===== config.mk =====
export PLATFORM = sky130hd
export DESIGN_NAME = st7735_fill_top
export DESIGN_NICKNAME = d
export VERILOG_FILES = /design/src/rtl/st7735_pkg.sv /design/src/rtl/lcd_word_if.sv /design/src/rtl/lcd_phase_if.sv /design/src/rtl/panel_power_seq.sv /design/src/rtl/st7735_cmd_source.sv /design/src/rtl/spi_word_shifter.sv /design/src/rtl/st7735_fill_top.sv
export VERILOG_INCLUDE_DIRS = /design/src /design/src/include
export SDC_FILE = /design/constraint.sdc
export NUM_CORES = 1
export LEC_CHECK = 0
export BUFFER_PORTS_ARGS = -buffer_cell sky130_fd_sc_hd__buf_2
export CAP_MARGIN = 10
export CORE_MARGIN = 2
export CORE_UTILIZATION = 64
export CTS_CLUSTER_DIAMETER = 40
export DETAILED_ROUTE_END_ITERATION = 8
export PLACE_DENSITY = 0.89
export SKIP_LAST_GASP = 1
export SLEW_MARGIN = 10
export SYNTH_ARGS = -nofsm -noshare
export SYNTH_HDL_FRONTEND = slang
export SYNTH_SLANG_ARGS = --single-unit

===== constraint.sdc =====
create_clock -name lcd_clk -period 2.6 [get_ports lcd_clk]
set_input_delay 0.52 -clock lcd_clk [delete_from_list [all_inputs] [get_ports lcd_clk]]
set_output_delay 0.52 -clock lcd_clk [all_outputs]
set_load 0.05 [all_outputs]

===== src/include/st7735_init_table.svh =====
/*
 * ST7735R power-up configuration table, rs flag and byte per entry
 */
`ifndef ST7735_INIT_TABLE_SVH
`define ST7735_INIT_TABLE_SVH

localparam init_entry_t INIT_TABLE [INIT_LEN] = '{
    '{1'b0, 8'h11},                                                   // sleep out
    '{1'b0, 8'hb1}, '{1'b1, 8'h01}, '{1'b1, 8'h2c}, '{1'b1, 8'h2d},   // frame rate, normal
    '{1'b0, 8'hb2}, '{1'b1, 8'h01}, '{1'b1, 8'h2c}, '{1'b1, 8'h2d},   // frame rate, idle
    '{1'b0, 8'hb3}, '{1'b1, 8'h01}, '{1'b1, 8'h2c}, '{1'b1, 8'h2d},   // frame rate, partial
    '{1'b1, 8'h01}, '{1'b1, 8'h2c}, '{1'b1, 8'h2d},
    '{1'b0, 8'hb4}, '{1'b1, 8'h03},                                   // column inversion
    '{1'b0, 8'hb6}, '{1'b1, 8'hb4}, '{1'b1, 8'hf0},
    '{1'b0, 8'hc0}, '{1'b1, 8'ha2}, '{1'b1, 8'h02}, '{1'b1, 8'h84},   // power control
    '{1'b0, 8'hc1}, '{1'b1, 8'hc5},
    '{1'b0, 8'hc2}, '{1'b1, 8'h0a}, '{1'b1, 8'h00},
    '{1'b0, 8'hc3}, '{1'b1, 8'h8a}, '{1'b1, 8'h2a},
    '{1'b0, 8'hc4}, '{1'b1, 8'h8a}, '{1'b1, 8'hee},
    '{1'b0, 8'hc5}, '{1'b1, 8'h0a},                                   // vcom
    '{1'b0, 8'h36}, '{1'b1, 8'hc8},                                   // scan direction
    '{1'b0, 8'he0}, '{1'b1, 8'h02}, '{1'b1, 8'h1c}, '{1'b1, 8'h07},   // positive gamma
    '{1'b1, 8'h12}, '{1'b1, 8'h37}, '{1'b1, 8'h32}, '{1'b1, 8'h29},
    '{1'b1, 8'h2d}, '{1'b1, 8'h29}, '{1'b1, 8'h25}, '{1'b1, 8'h2b},
    '{1'b1, 8'h39}, '{1'b1, 8'h00}, '{1'b1, 8'h01}, '{1'b1, 8'h03}, '{1'b1, 8'h10},
    '{1'b0, 8'he1}, '{1'b1, 8'h03}, '{1'b1, 8'h1d}, '{1'b1, 8'h07},   // negative gamma
    '{1'b1, 8'h06}, '{1'b1, 8'h2e}, '{1'b1, 8'h2c}, '{1'b1, 8'h29},
    '{1'b1, 8'h2d}, '{1'b1, 8'h2e}, '{1'b1, 8'h2e}, '{1'b1, 8'h37},
    '{1'b1, 8'h3f}, '{1'b1, 8'h00}, '{1'b1, 8'h00}, '{1'b1, 8'h02}, '{1'b1, 8'h10},
    '{1'b0, 8'h2a}, '{1'b1, 8'h00}, '{1'b1, 8'h00}, '{1'b1, 8'h00}, '{1'b1, 8'h7f},  // columns
    '{1'b0, 8'h2b}, '{1'b1, 8'h00}, '{1'b1, 8'h00}, '{1'b1, 8'h00}, '{1'b1, 8'h9f},  // rows
    '{1'b0, 8'hf0}, '{1'b1, 8'h01},                                   // test command on
    '{1'b0, 8'hf6}, '{1'b1, 8'h00},                                   // ram power save off
    '{1'b0, 8'h3a}, '{1'b1, 8'h05},                                   // 65k colour mode
    '{1'b0, 8'h29}                                                    // display on
};

`endif


===== src/rtl/st7735_pkg.sv =====
/*
 * shared constants and types for the ST7735R fill design
 * command codes, colour bands, table size and counter widths
 */
package st7735_pkg;

    // ==================================================
    // table and frame sizes
    // ==================================================

    localparam int INIT_LEN  = 91;  // sleep-out, config bytes, display-on
    localparam int NUM_BANDS = 5;   // colour bands per frame

    // width of the power sequencer delay counter
    // a delay of up to 2**DLY_W cycles fits
    localparam int DLY_W = 16;

    // ==================================================
    // command codes
    // ==================================================

    localparam logic [7:0] CMD_RAMWR = 8'h2c;  // memory write

    // ==================================================
    // types
    // ==================================================

    typedef logic [15:0] word_t;      // 8-bit words sit in the low byte
    typedef logic [6:0]  table_idx_t; // 0 .. INIT_LEN-1
    typedef logic [2:0]  band_idx_t;  // 0 .. NUM_BANDS-1

    // one configuration table entry
    typedef struct packed {
        logic       rs;    // 1 data, 0 command
        logic [7:0] data;
    } init_entry_t;

    // ==================================================
    // colour bands, RGB565
    // ==================================================

    localparam word_t band_color [NUM_BANDS] = '{
        16'hf800,  // red
        16'hffff,  // white
        16'h07e0,  // green
        16'h0000,  // black
        16'h001f   // blue
    };

endpackage


===== src/rtl/lcd_word_if.sv =====
/*
 * word hand-off from the command source to the serial shifter
 */
`timescale 1ns/1ns

interface lcd_word_if;

    import st7735_pkg::*;

    logic  load;  // one-cycle strobe, shifter idle
    word_t word;  // payload, low byte for 8-bit words
    logic  rs;    // 1 data, 0 command
    logic  wide;  // 1 for a 16-bit pixel word
    logic  done;  // pulses in the last bit cycle

    modport src (
        output load, word, rs, wide,
        input  done
    );

    modport shf (
        input  load, word, rs, wide,
        output done
    );

endinterface


===== src/rtl/lcd_phase_if.sv =====
/*
 * phase pulses between the power sequencer and the command source
 */
`timescale 1ns/1ns

interface lcd_phase_if;

    // all five are single-cycle pulses
    logic boot_go;       // send sleep-out
    logic slpout_sent;   // sleep-out word shifted
    logic config_go;     // send entries 1 .. 90
    logic disp_on_sent;  // display-on word shifted
    logic fill_go;       // send memory write and pixels

    modport seq (
        output boot_go, config_go, fill_go,
        input  slpout_sent, disp_on_sent
    );

    modport src (
        input  boot_go, config_go, fill_go,
        output slpout_sent, disp_on_sent
    );

endinterface


===== src/rtl/panel_power_seq.sv =====
/*
 * panel reset pulse and power-up wait phases
 * one phase register and one reloading down-counter
 */
`timescale 1ns/1ns

module panel_power_seq #(
    parameter int RST_LEAD_CYCLES    = 4096,
    parameter int RST_LOW_CYCLES     = 4096,
    parameter int RST_RECOVER_CYCLES = 4096,
    parameter int SLEEP_WAIT_CYCLES  = 65535,
    parameter int DISP_WAIT_CYCLES   = 65535
) (
    input  logic     lcd_clk,
    input  logic     sys_rst_n,
    output logic     lcd_rst,
    lcd_phase_if.seq phase
);

    import st7735_pkg::*;

    typedef enum logic [2:0] {
        PH_LEAD,         // rst high after power-on
        PH_LOW,          // rst pulse
        PH_RECOVER,      // wait before the first command
        PH_WAIT_BOOT,    // sleep-out being sent
        PH_SLEEP_WAIT,   // panel wakes up
        PH_WAIT_CONFIG,  // config table being sent
        PH_DISP_WAIT,    // display turns on
        PH_RUN           // pixels flowing or frame done
    } phase_t;

    phase_t           cur_phase;
    logic [DLY_W-1:0] dly_cnt;
    logic             dly_zero;

    assign dly_zero = (dly_cnt == '0);

    // ==================================================
    // phase register and delay counter
    // ==================================================

    always_ff @(posedge lcd_clk or negedge sys_rst_n) begin
        if (!sys_rst_n) begin
            cur_phase       <= PH_LEAD;
            dly_cnt         <= DLY_W'(RST_LEAD_CYCLES - 1);
            lcd_rst         <= 1'b1;
            phase.boot_go   <= 1'b0;
            phase.config_go <= 1'b0;
            phase.fill_go   <= 1'b0;
        end else begin
            phase.boot_go   <= 1'b0;
            phase.config_go <= 1'b0;
            phase.fill_go   <= 1'b0;
            if (!dly_zero) begin
                dly_cnt <= dly_cnt - 1'b1;  // reloads below override
            end
            case (cur_phase)
                PH_LEAD: if (dly_zero) begin
                    cur_phase <= PH_LOW;
                    dly_cnt   <= DLY_W'(RST_LOW_CYCLES - 1);
                    lcd_rst   <= 1'b0;
                end
                PH_LOW: if (dly_zero) begin
                    cur_phase <= PH_RECOVER;
                    dly_cnt   <= DLY_W'(RST_RECOVER_CYCLES - 1);
                    lcd_rst   <= 1'b1;
                end
                PH_RECOVER: if (dly_zero) begin
                    cur_phase     <= PH_WAIT_BOOT;
                    phase.boot_go <= 1'b1;
                end
                PH_WAIT_BOOT: if (phase.slpout_sent) begin
                    cur_phase <= PH_SLEEP_WAIT;
                    dly_cnt   <= DLY_W'(SLEEP_WAIT_CYCLES - 1);
                end
                PH_SLEEP_WAIT: if (dly_zero) begin
                    cur_phase       <= PH_WAIT_CONFIG;
                    phase.config_go <= 1'b1;
                end
                PH_WAIT_CONFIG: if (phase.disp_on_sent) begin
                    cur_phase <= PH_DISP_WAIT;
                    dly_cnt   <= DLY_W'(DISP_WAIT_CYCLES - 1);
                end
                PH_DISP_WAIT: if (dly_zero) begin
                    cur_phase     <= PH_RUN;
                    phase.fill_go <= 1'b1;
                end
                default: ;  // run stays until reset
            endcase
        end
    end

    // the command source must not report sleep-out outside its own phase
    a_slpout_in_wait: assert property (
        @(posedge lcd_clk) disable iff (!sys_rst_n)
        phase.slpout_sent |-> cur_phase == PH_WAIT_BOOT
    );

endmodule


===== src/rtl/st7735_cmd_source.sv =====
/*
 * command and pixel word source for the ST7735R
 * config table, memory-write command, then five colour bands
 */
`timescale 1ns/1ns

module st7735_cmd_source #(
    parameter int PIXELS_PER_BAND = 4096
) (
    input  logic     lcd_clk,
    input  logic     sys_rst_n,
    lcd_phase_if.src phase,
    lcd_word_if.src  word_bus
);

    import st7735_pkg::*;

    `include "st7735_init_table.svh"

    localparam int PIX_W = (PIXELS_PER_BAND > 1) ? $clog2(PIXELS_PER_BAND) : 1;

    typedef enum logic [2:0] {
        ST_IDLE,    // waiting for a go pulse
        ST_BOOT,    // sleep-out on the wire
        ST_CONFIG,  // table entries 1 .. 90
        ST_RAMWR,   // memory-write command
        ST_PIXELS,  // colour bands
        ST_DONE     // frame complete
    } src_state_t;

    src_state_t       state;
    table_idx_t       tbl_idx;
    band_idx_t        band_cnt;
    logic [PIX_W-1:0] pix_cnt;

    logic last_entry;
    logic last_pixel;
    logic last_band;

    assign last_entry = (tbl_idx == table_idx_t'(INIT_LEN - 1));
    assign last_pixel = (pix_cnt == PIX_W'(PIXELS_PER_BAND - 1));
    assign last_band  = (band_cnt == band_idx_t'(NUM_BANDS - 1));

    // ==================================================
    // word selection
    // ==================================================

    // counters move on the same edge as load, so the word is valid with it
    always_comb begin
        word_bus.word = '0;
        word_bus.rs   = 1'b0;
        word_bus.wide = 1'b0;
        case (state)
            ST_BOOT, ST_CONFIG: begin
                word_bus.word = {8'h00, INIT_TABLE[tbl_idx].data};
                word_bus.rs   = INIT_TABLE[tbl_idx].rs;
            end
            ST_RAMWR: begin
                word_bus.word = {8'h00, CMD_RAMWR};  // command, rs low
            end
            ST_PIXELS: begin
                word_bus.word = band_color[band_cnt];
                word_bus.rs   = 1'b1;
                word_bus.wide = 1'b1;
            end
            default: ;
        endcase
    end

    // ==================================================
    // sequencing
    // ==================================================

    always_ff @(posedge lcd_clk or negedge sys_rst_n) begin
        if (!sys_rst_n) begin
            state              <= ST_IDLE;
            tbl_idx            <= '0;
            band_cnt           <= '0;
            pix_cnt            <= '0;
            word_bus.load      <= 1'b0;
            phase.slpout_sent  <= 1'b0;
            phase.disp_on_sent <= 1'b0;
        end else begin
            word_bus.load      <= 1'b0;
            phase.slpout_sent  <= 1'b0;
            phase.disp_on_sent <= 1'b0;
            case (state)
                ST_IDLE: begin
                    if (phase.boot_go) begin
                        tbl_idx       <= '0;
                        state         <= ST_BOOT;
                        word_bus.load <= 1'b1;
                    end else if (phase.config_go) begin
                        tbl_idx       <= table_idx_t'(1);  // entry 0 went at boot
                        state         <= ST_CONFIG;
                        word_bus.load <= 1'b1;
                    end else if (phase.fill_go) begin
                        state         <= ST_RAMWR;
                        word_bus.load <= 1'b1;
                    end
                end
                ST_BOOT: if (word_bus.done) begin
                    phase.slpout_sent <= 1'b1;
                    state             <= ST_IDLE;
                end
                ST_CONFIG: if (word_bus.done) begin
                    if (last_entry) begin
                        phase.disp_on_sent <= 1'b1;
                        state              <= ST_IDLE;
                    end else begin
                        tbl_idx       <= tbl_idx + 1'b1;
                        word_bus.load <= 1'b1;
                    end
                end
                ST_RAMWR: if (word_bus.done) begin
                    band_cnt      <= '0;
                    pix_cnt       <= '0;
                    state         <= ST_PIXELS;
                    word_bus.load <= 1'b1;
                end
                ST_PIXELS: if (word_bus.done) begin
                    if (!last_pixel) begin
                        pix_cnt       <= pix_cnt + 1'b1;
                        word_bus.load <= 1'b1;
                    end else if (!last_band) begin
                        pix_cnt       <= '0;
                        band_cnt      <= band_cnt + 1'b1;
                        word_bus.load <= 1'b1;
                    end else begin
                        state <= ST_DONE;  // no more loads until reset
                    end
                end
                default: ;
            endcase
        end
    end

endmodule


===== src/rtl/spi_word_shifter.sv =====
/*
 * 3-wire write-only serializer, 8 or 16 bits MSB first
 * one chip-select window per word, rs held for the word
 */
`timescale 1ns/1ns

module spi_word_shifter (
    input  logic    lcd_clk,
    input  logic    sys_rst_n,
    lcd_word_if.shf word_bus,
    output logic    lcd_scl,
    output logic    lcd_sda,
    output logic    lcd_rs,
    output logic    lcd_cs
);

    import st7735_pkg::*;

    word_t      aligned_word;  // MSB of the word at bit 15
    word_t      shreg;         // bits still to go
    logic [3:0] bit_cnt;       // bits left after the current one
    logic       last_bit;

    assign aligned_word  = word_bus.wide ? word_bus.word : {word_bus.word[7:0], 8'h00};
    assign last_bit      = (bit_cnt == '0);
    assign word_bus.done = !lcd_cs && last_bit;

    // panel samples on the rising scl edge, mid-way through each bit
    assign lcd_scl = ~lcd_clk;

    // ==================================================
    // chip select, bit counter and pins
    // ==================================================

    always_ff @(posedge lcd_clk or negedge sys_rst_n) begin
        if (!sys_rst_n) begin
            lcd_cs  <= 1'b1;
            lcd_sda <= 1'b0;
            lcd_rs  <= 1'b0;
            bit_cnt <= '0;
        end else if (lcd_cs) begin
            if (word_bus.load) begin
                lcd_cs  <= 1'b0;
                lcd_sda <= aligned_word[15];  // first bit goes out at once
                lcd_rs  <= word_bus.rs;
                bit_cnt <= word_bus.wide ? 4'd15 : 4'd7;
            end
        end else if (last_bit) begin
            lcd_cs  <= 1'b1;  // end of window
            lcd_sda <= 1'b0;
        end else begin
            lcd_sda <= shreg[15];
            bit_cnt <= bit_cnt - 1'b1;
        end
    end

    always_ff @(posedge lcd_clk) begin
        if (lcd_cs && word_bus.load) begin
            shreg <= {aligned_word[14:0], 1'b0};
        end else if (!lcd_cs) begin
            shreg <= {shreg[14:0], 1'b0};
        end
    end

    // source must wait for done before the next word
    a_no_load_busy: assert property (
        @(posedge lcd_clk) disable iff (!sys_rst_n)
        word_bus.load |-> lcd_cs
    );

endmodule


===== src/rtl/st7735_fill_top.sv =====
/*
 * ST7735R single-frame fill, top level
 * power sequencer, command source and serial shifter
 */
`timescale 1ns/1ns

module st7735_fill_top #(
    parameter int RST_LEAD_CYCLES    = 4096,
    parameter int RST_LOW_CYCLES     = 4096,
    parameter int RST_RECOVER_CYCLES = 4096,
    parameter int SLEEP_WAIT_CYCLES  = 65535,
    parameter int DISP_WAIT_CYCLES   = 65535,
    parameter int PIXELS_PER_BAND    = 4096
) (
    input  logic lcd_clk,
    input  logic sys_rst_n,
    output logic lcd_scl,
    output logic lcd_sda,
    output logic lcd_rs,
    output logic lcd_cs,
    output logic lcd_rst
);

    import st7735_pkg::*;

    localparam int DLY_LIMIT = 1 << DLY_W;  // longest delay the sequencer counts

    if (RST_LEAD_CYCLES < 1 || RST_LEAD_CYCLES > DLY_LIMIT ||
        RST_LOW_CYCLES < 1 || RST_LOW_CYCLES > DLY_LIMIT ||
        RST_RECOVER_CYCLES < 1 || RST_RECOVER_CYCLES > DLY_LIMIT ||
        SLEEP_WAIT_CYCLES < 1 || SLEEP_WAIT_CYCLES > DLY_LIMIT ||
        DISP_WAIT_CYCLES < 1 || DISP_WAIT_CYCLES > DLY_LIMIT ||
        PIXELS_PER_BAND < 1) begin : g_bad_param
        $error("st7735_fill_top: delay outside 1 .. %0d or empty band", DLY_LIMIT);
    end

    lcd_phase_if phase_bus ();
    lcd_word_if  word_bus ();

    panel_power_seq #(
        .RST_LEAD_CYCLES    (RST_LEAD_CYCLES),
        .RST_LOW_CYCLES     (RST_LOW_CYCLES),
        .RST_RECOVER_CYCLES (RST_RECOVER_CYCLES),
        .SLEEP_WAIT_CYCLES  (SLEEP_WAIT_CYCLES),
        .DISP_WAIT_CYCLES   (DISP_WAIT_CYCLES)
    ) u_power_seq (
        .lcd_clk   (lcd_clk),
        .sys_rst_n (sys_rst_n),
        .lcd_rst   (lcd_rst),
        .phase     (phase_bus.seq)
    );

    st7735_cmd_source #(
        .PIXELS_PER_BAND (PIXELS_PER_BAND)
    ) u_cmd_source (
        .lcd_clk   (lcd_clk),
        .sys_rst_n (sys_rst_n),
        .phase     (phase_bus.src),
        .word_bus  (word_bus.src)
    );

    spi_word_shifter u_shifter (
        .lcd_clk   (lcd_clk),
        .sys_rst_n (sys_rst_n),
        .word_bus  (word_bus.shf),
        .lcd_scl   (lcd_scl),
        .lcd_sda   (lcd_sda),
        .lcd_rs    (lcd_rs),
        .lcd_cs    (lcd_cs)
    );

endmodule


==> flow_summary.ini <==
[global_route]
globalRouteTotalUtil = 0.345
grt_max_degree = 26
grt_first_pass_wirelength_um = 23400
via_count_of_the_first_global_routing_pass = 4553
antenna_found_initial = 0
overflow = 0

[floorplan]
core_region_area_um2 = 7730
initial_cell_density_of_the_core = 0.663
die_width_um = 93.4
ios = 7
die_height_um = 93.4
die_area_um2 = 8730
site_rows = 32

[timing]
worst_slew_margin_rel = 0.490
finalHoldWorstSlack_ns = 0.137
worstMarginPinSlew_ns = 0.765
finalWorstSetupSlack_ns = 0.105
finalSetupTns_ns = 0
grt_setup_unrepaired = no
final_hold_viol_count = 0
fin_worst_skew_ns = 0.0206
report.final.slew_viol_count = 0
final.min_clock_period_ns = 2.49
achievable-frequency_ghz = 0.401
setup_viol = 0
layout_worst_path_cycle_share = 0.960

[job]
max_cap_viol_count = 0

[layout]
insertedDiodeCount = 0
synth_to_final_area_change_pct = 9.65
share_of_post_route_cells_with_drive_strength_above_1 = 0.157
layout.filler_cells = 551
layout.nets = 628

[routing]
dr.pass1.iters = 8
ant_nets = 0
routed-via-count = 4916
post-route-drc-count = 0
wl_um = 14300
detailedRoute.firstIterationViolations = 620
detail_route.vias_per_cell = 6.89
wire_per_inst_um = 20.1

[critical_path]
critPathCaptureType = flip-flop
cpMaxStageDelayCell = sky130_fd_sc_hd__dfrtp_1
worstReg2RegStart = u_cmd_source.tbl_idx[0]
ff2ff_path_depth = 7
worstPathMaxFanout = 11
worst_path_dominant_cell_family = compound AO/OA/AOI/OAI gates
timing_worst_setup_path_type = reg2reg
rrSetupSlack_ns = 0.11
crit_chain = inv_1 -> ha_1 -> nor2_1 -> a211o_1 -> o22ai_1 -> a311oi_1 -> a221o_1
critical-path-max-stage-delay_ns = 0.55
path_buf_inv = 1
critPathRequiredTime_ns = 2.72
startpoint_type = flip-flop
rr_endpoint = u_shifter.shreg[13]
timing.critical_path.arrival_ns = 2.62

[clock_tree]
cts.root.buffer_cell = sky130_fd_sc_hd__clkbuf_8
cts.clk_slew.worst_paths_ns = 0.10
cts.path.max_buffers = 2
cts_inserted_buffers = 9
clock_tree_from_tritoncts = yes
clock_insertion_delay_worst_skew_ns = 0.36
htree_num_levels = 3
postCtsHoldBufs = 0
cts-resized-gates = 0
cts_post_setup_buffers_inserted = 0

[logic_synthesis]
syn_avg_cell_area_um2 = 8.68
synth_top_area_share = 0.215
top_area_cells_in_the_synthesized_netlist = sky130_fd_sc_hd__dfrtp_1 (22%), sky130_fd_sc_hd__edfxtp_1 (8.8%), sky130_fd_sc_hd__dfstp_2 (7.2%), sky130_fd_sc_hd__ha_1 (4.9%), sky130_fd_sc_hd__nand2_1 (3.7%)
synth-edff-count = 15
share_of_flip_flops_with_an_asynchronous_set_or_reset = 0.795
synthDistinctLibCells = 75
synth-seq-area-share = 0.375
mappedNetlistArea_um2 = 5120
synthCells = 590
synth_flop_cell = sky130_fd_sc_hd__dfrtp_1
synth_fp_nets = 612
ys_warn_count = 0
yosys.area.top_type = sky130_fd_sc_hd__dfrtp_1
ys_ff_latch = 73

[power]
sequentialPowerShare = 0.517
peakVddDrop_mv = 0.505
leakage_nw = 2.16
clkPwrFrac = 0.474
net_sw_frac = 0.249
internal-power_w = 0.00169
power-per-cell-area_nw_per_um2 = 401
fin_total_pwr_w = 0.00225
switching_power_w = 0.000560
comb_power_share = 0.009

[min_path]
hold_crit_class = in2async

[status]
status = completed

[place]
dp.final_hpwl_um = 10200
portBuffers = 6
preCtsSetupSlack_ns = 0.148
gp_congestion = 1.00
[logic make-up (layout without fill, tap and decap cells)]
group                      after synthesis  count (layout)  share of synthesized area
AOI/OAI and AO/OA                      178             178                      0.237
xor gates and xnor gates                17              17                     0.0291
adders and majority gates               20              20                     0.0489
buffers and inverters                   61              82                     0.0479
DFF                                     73              73                      0.375
muxes                                    6               6                     0.0137
and+or+nand+nor                        235             235                      0.249
[area by class of cell]
type / instances / area (um^2) / share of cell area
multi-input cells: 456 / 2960 / 0.526
flip-flops and latches: 73 / 1920 / 0.342
repair buffers: 41 / 295 / 0.0526
clock buffers: 11 / 154 / 0.0274
well taps: 102 / 128 / 0.0227
inverters: 23 / 86.3 / 0.0154
clock inverters: 7 / 76.3 / 0.0136
[sequential cells by signal (all words and copies together) (netlist names)]
signal	count
u_cmd_source.pix_cnt	12
u_shifter.shreg	15
u_cmd_source.band_cnt	3
u_power_seq.phase.config_go	1
u_cmd_source.state	3
u_power_seq.phase.fill_go	1
u_power_seq.cur_phase	3
u_power_seq.lcd_rst	1
u_cmd_source.phase.disp_on_sent	1
u_power_seq.phase.boot_go	1
u_cmd_source.tbl_idx	7
u_power_seq.dly_cnt	16
u_shifter.bit_cnt	4
u_shifter.lcd_sda	1
u_cmd_source.word_bus.load	1
u_shifter.lcd_rs	1
u_shifter.lcd_cs	1
u_cmd_source.phase.slpout_sent	1
[synthesized netlist by cell type, types with 8 or more instances]
cell and count:
sky130_fd_sc_hd__o31ai_1 9, sky130_fd_sc_hd__nor3_1 15, sky130_fd_sc_hd__a21oi_1 35, sky130_fd_sc_hd__inv_1 22, sky130_fd_sc_hd__nand2_1 51, sky130_fd_sc_hd__a31oi_1 8, sky130_fd_sc_hd__edfxtp_1 15, sky130_fd_sc_hd__nor2b_1 9
sky130_fd_sc_hd__buf_2 10, sky130_fd_sc_hd__nand3_1 25, sky130_fd_sc_hd__or3_1 12, sky130_fd_sc_hd__o22ai_1 10, sky130_fd_sc_hd__ha_1 20, sky130_fd_sc_hd__o21ai_0 33, sky130_fd_sc_hd__dfrtp_1 44, sky130_fd_sc_hd__xnor2_1 12
sky130_fd_sc_hd__clkbuf_1 25, sky130_fd_sc_hd__dfstp_2 14, sky130_fd_sc_hd__o211ai_1 9, sky130_fd_sc_hd__a21o_1 11, sky130_fd_sc_hd__nand2b_1 24, sky130_fd_sc_hd__a211oi_1 11, sky130_fd_sc_hd__nor2_1 47
[worst max path at each step]
stage	startpoint	end	slack, ns	cells after the start
final	u_cmd_source.tbl_idx[0]	u_shifter.shreg[13]	0.11	7
after detailed placement	u_cmd_source.tbl_idx[0]	u_shifter.shreg[13]	0.15	7
after global routing	u_cmd_source.tbl_idx[0]	u_shifter.shreg[10]	0.04	7
after floorplan	u_cmd_source.tbl_idx[2]	u_shifter.shreg[10]	0.24	8
after global placement	u_cmd_source.tbl_idx[0]	u_shifter.shreg[13]	0.17	7
after CTS	lcd_clk	lcd_scl	0.14	4
[layer usage]
| metal | vias up | share of wire | global-route usage |
|---|---|---|---|
| met1 | 2309 | 0.39 | 0.459 |
| met3 | 69 | 0.085 | 0.0540 |
| met4 | 0 | 0.048 | 0.168 |
| li1 | 2231 | - | - |
| met2 | 307 | 0.48 | 0.552 |
| met5 | - | 0 | 0 |
[through the flow]
step,util,instance area [um^2],instances
after global placement,0.698,5390,697
after CTS,0.727,5610,713
after detailed placement,0.698,5390,697
after floorplan,-,5120,590
final,0.727,5610,713
after global routing,0.727,5610,713
[placed cells by master, fill, tap and decap left out, types with 5 or more instances in the layout]
cell and instances:
sky130_fd_sc_hd__a311oi_1 7, sky130_fd_sc_hd__a21o_1 11, sky130_fd_sc_hd__buf_4 36, sky130_fd_sc_hd__o21ai_0 33, sky130_fd_sc_hd__nand2b_1 24, sky130_fd_sc_hd__nand3_1 25, sky130_fd_sc_hd__inv_1 22, sky130_fd_sc_hd__nor2_1 47
sky130_fd_sc_hd__nor2b_1 9, sky130_fd_sc_hd__o22ai_1 10, sky130_fd_sc_hd__edfxtp_1 15, sky130_fd_sc_hd__o31ai_1 9, sky130_fd_sc_hd__a31oi_1 8, sky130_fd_sc_hd__nor3_1 15, sky130_fd_sc_hd__dfrtp_1 44, sky130_fd_sc_hd__dfstp_2 14
sky130_fd_sc_hd__xor2_1 5, sky130_fd_sc_hd__a211oi_1 11, sky130_fd_sc_hd__o211ai_1 9, sky130_fd_sc_hd__a211o_1 6, sky130_fd_sc_hd__or3_1 12, sky130_fd_sc_hd__buf_2 6, sky130_fd_sc_hd__and2_1 6, sky130_fd_sc_hd__xnor2_1 12
sky130_fd_sc_hd__a21oi_1 35, sky130_fd_sc_hd__nand3b_1 5, sky130_fd_sc_hd__nand2_1 51, sky130_fd_sc_hd__clkbuf_8 9, sky130_fd_sc_hd__nor4_1 7, sky130_fd_sc_hd__ha_1 20
[power groups by stage]
| stage | Clock (W) | Sequential (W) | Combinational [W] |
|---|---|---|---|
| finish | 0.00107 | 0.00116 | 0.0000200 |
| global route | 0.00111 | 0.00116 | 0.0000242 |
| CTS | 0.00107 | 0.00116 | 0.0000210 |
| detailed placement | 0.0000781 | 0.00119 | 0.0000209 |
| global placement | 0.0000781 | 0.00119 | 0.0000200 |
| floorplan | 0.0000650 | 0.00119 | 0.00000000107 |
[worst register-to-register path: stages (launching register included)]
cell and delay (ns):
sky130_fd_sc_hd__dfrtp_1 0.55, sky130_fd_sc_hd__inv_1 0.14, sky130_fd_sc_hd__ha_1 0.52, sky130_fd_sc_hd__nor2_1 0.14
sky130_fd_sc_hd__a211o_1 0.31, sky130_fd_sc_hd__o22ai_1 0.18, sky130_fd_sc_hd__a311oi_1 0.07, sky130_fd_sc_hd__a221o_1 0.35
No activity file was read; power rests on OpenSTA's default activity.
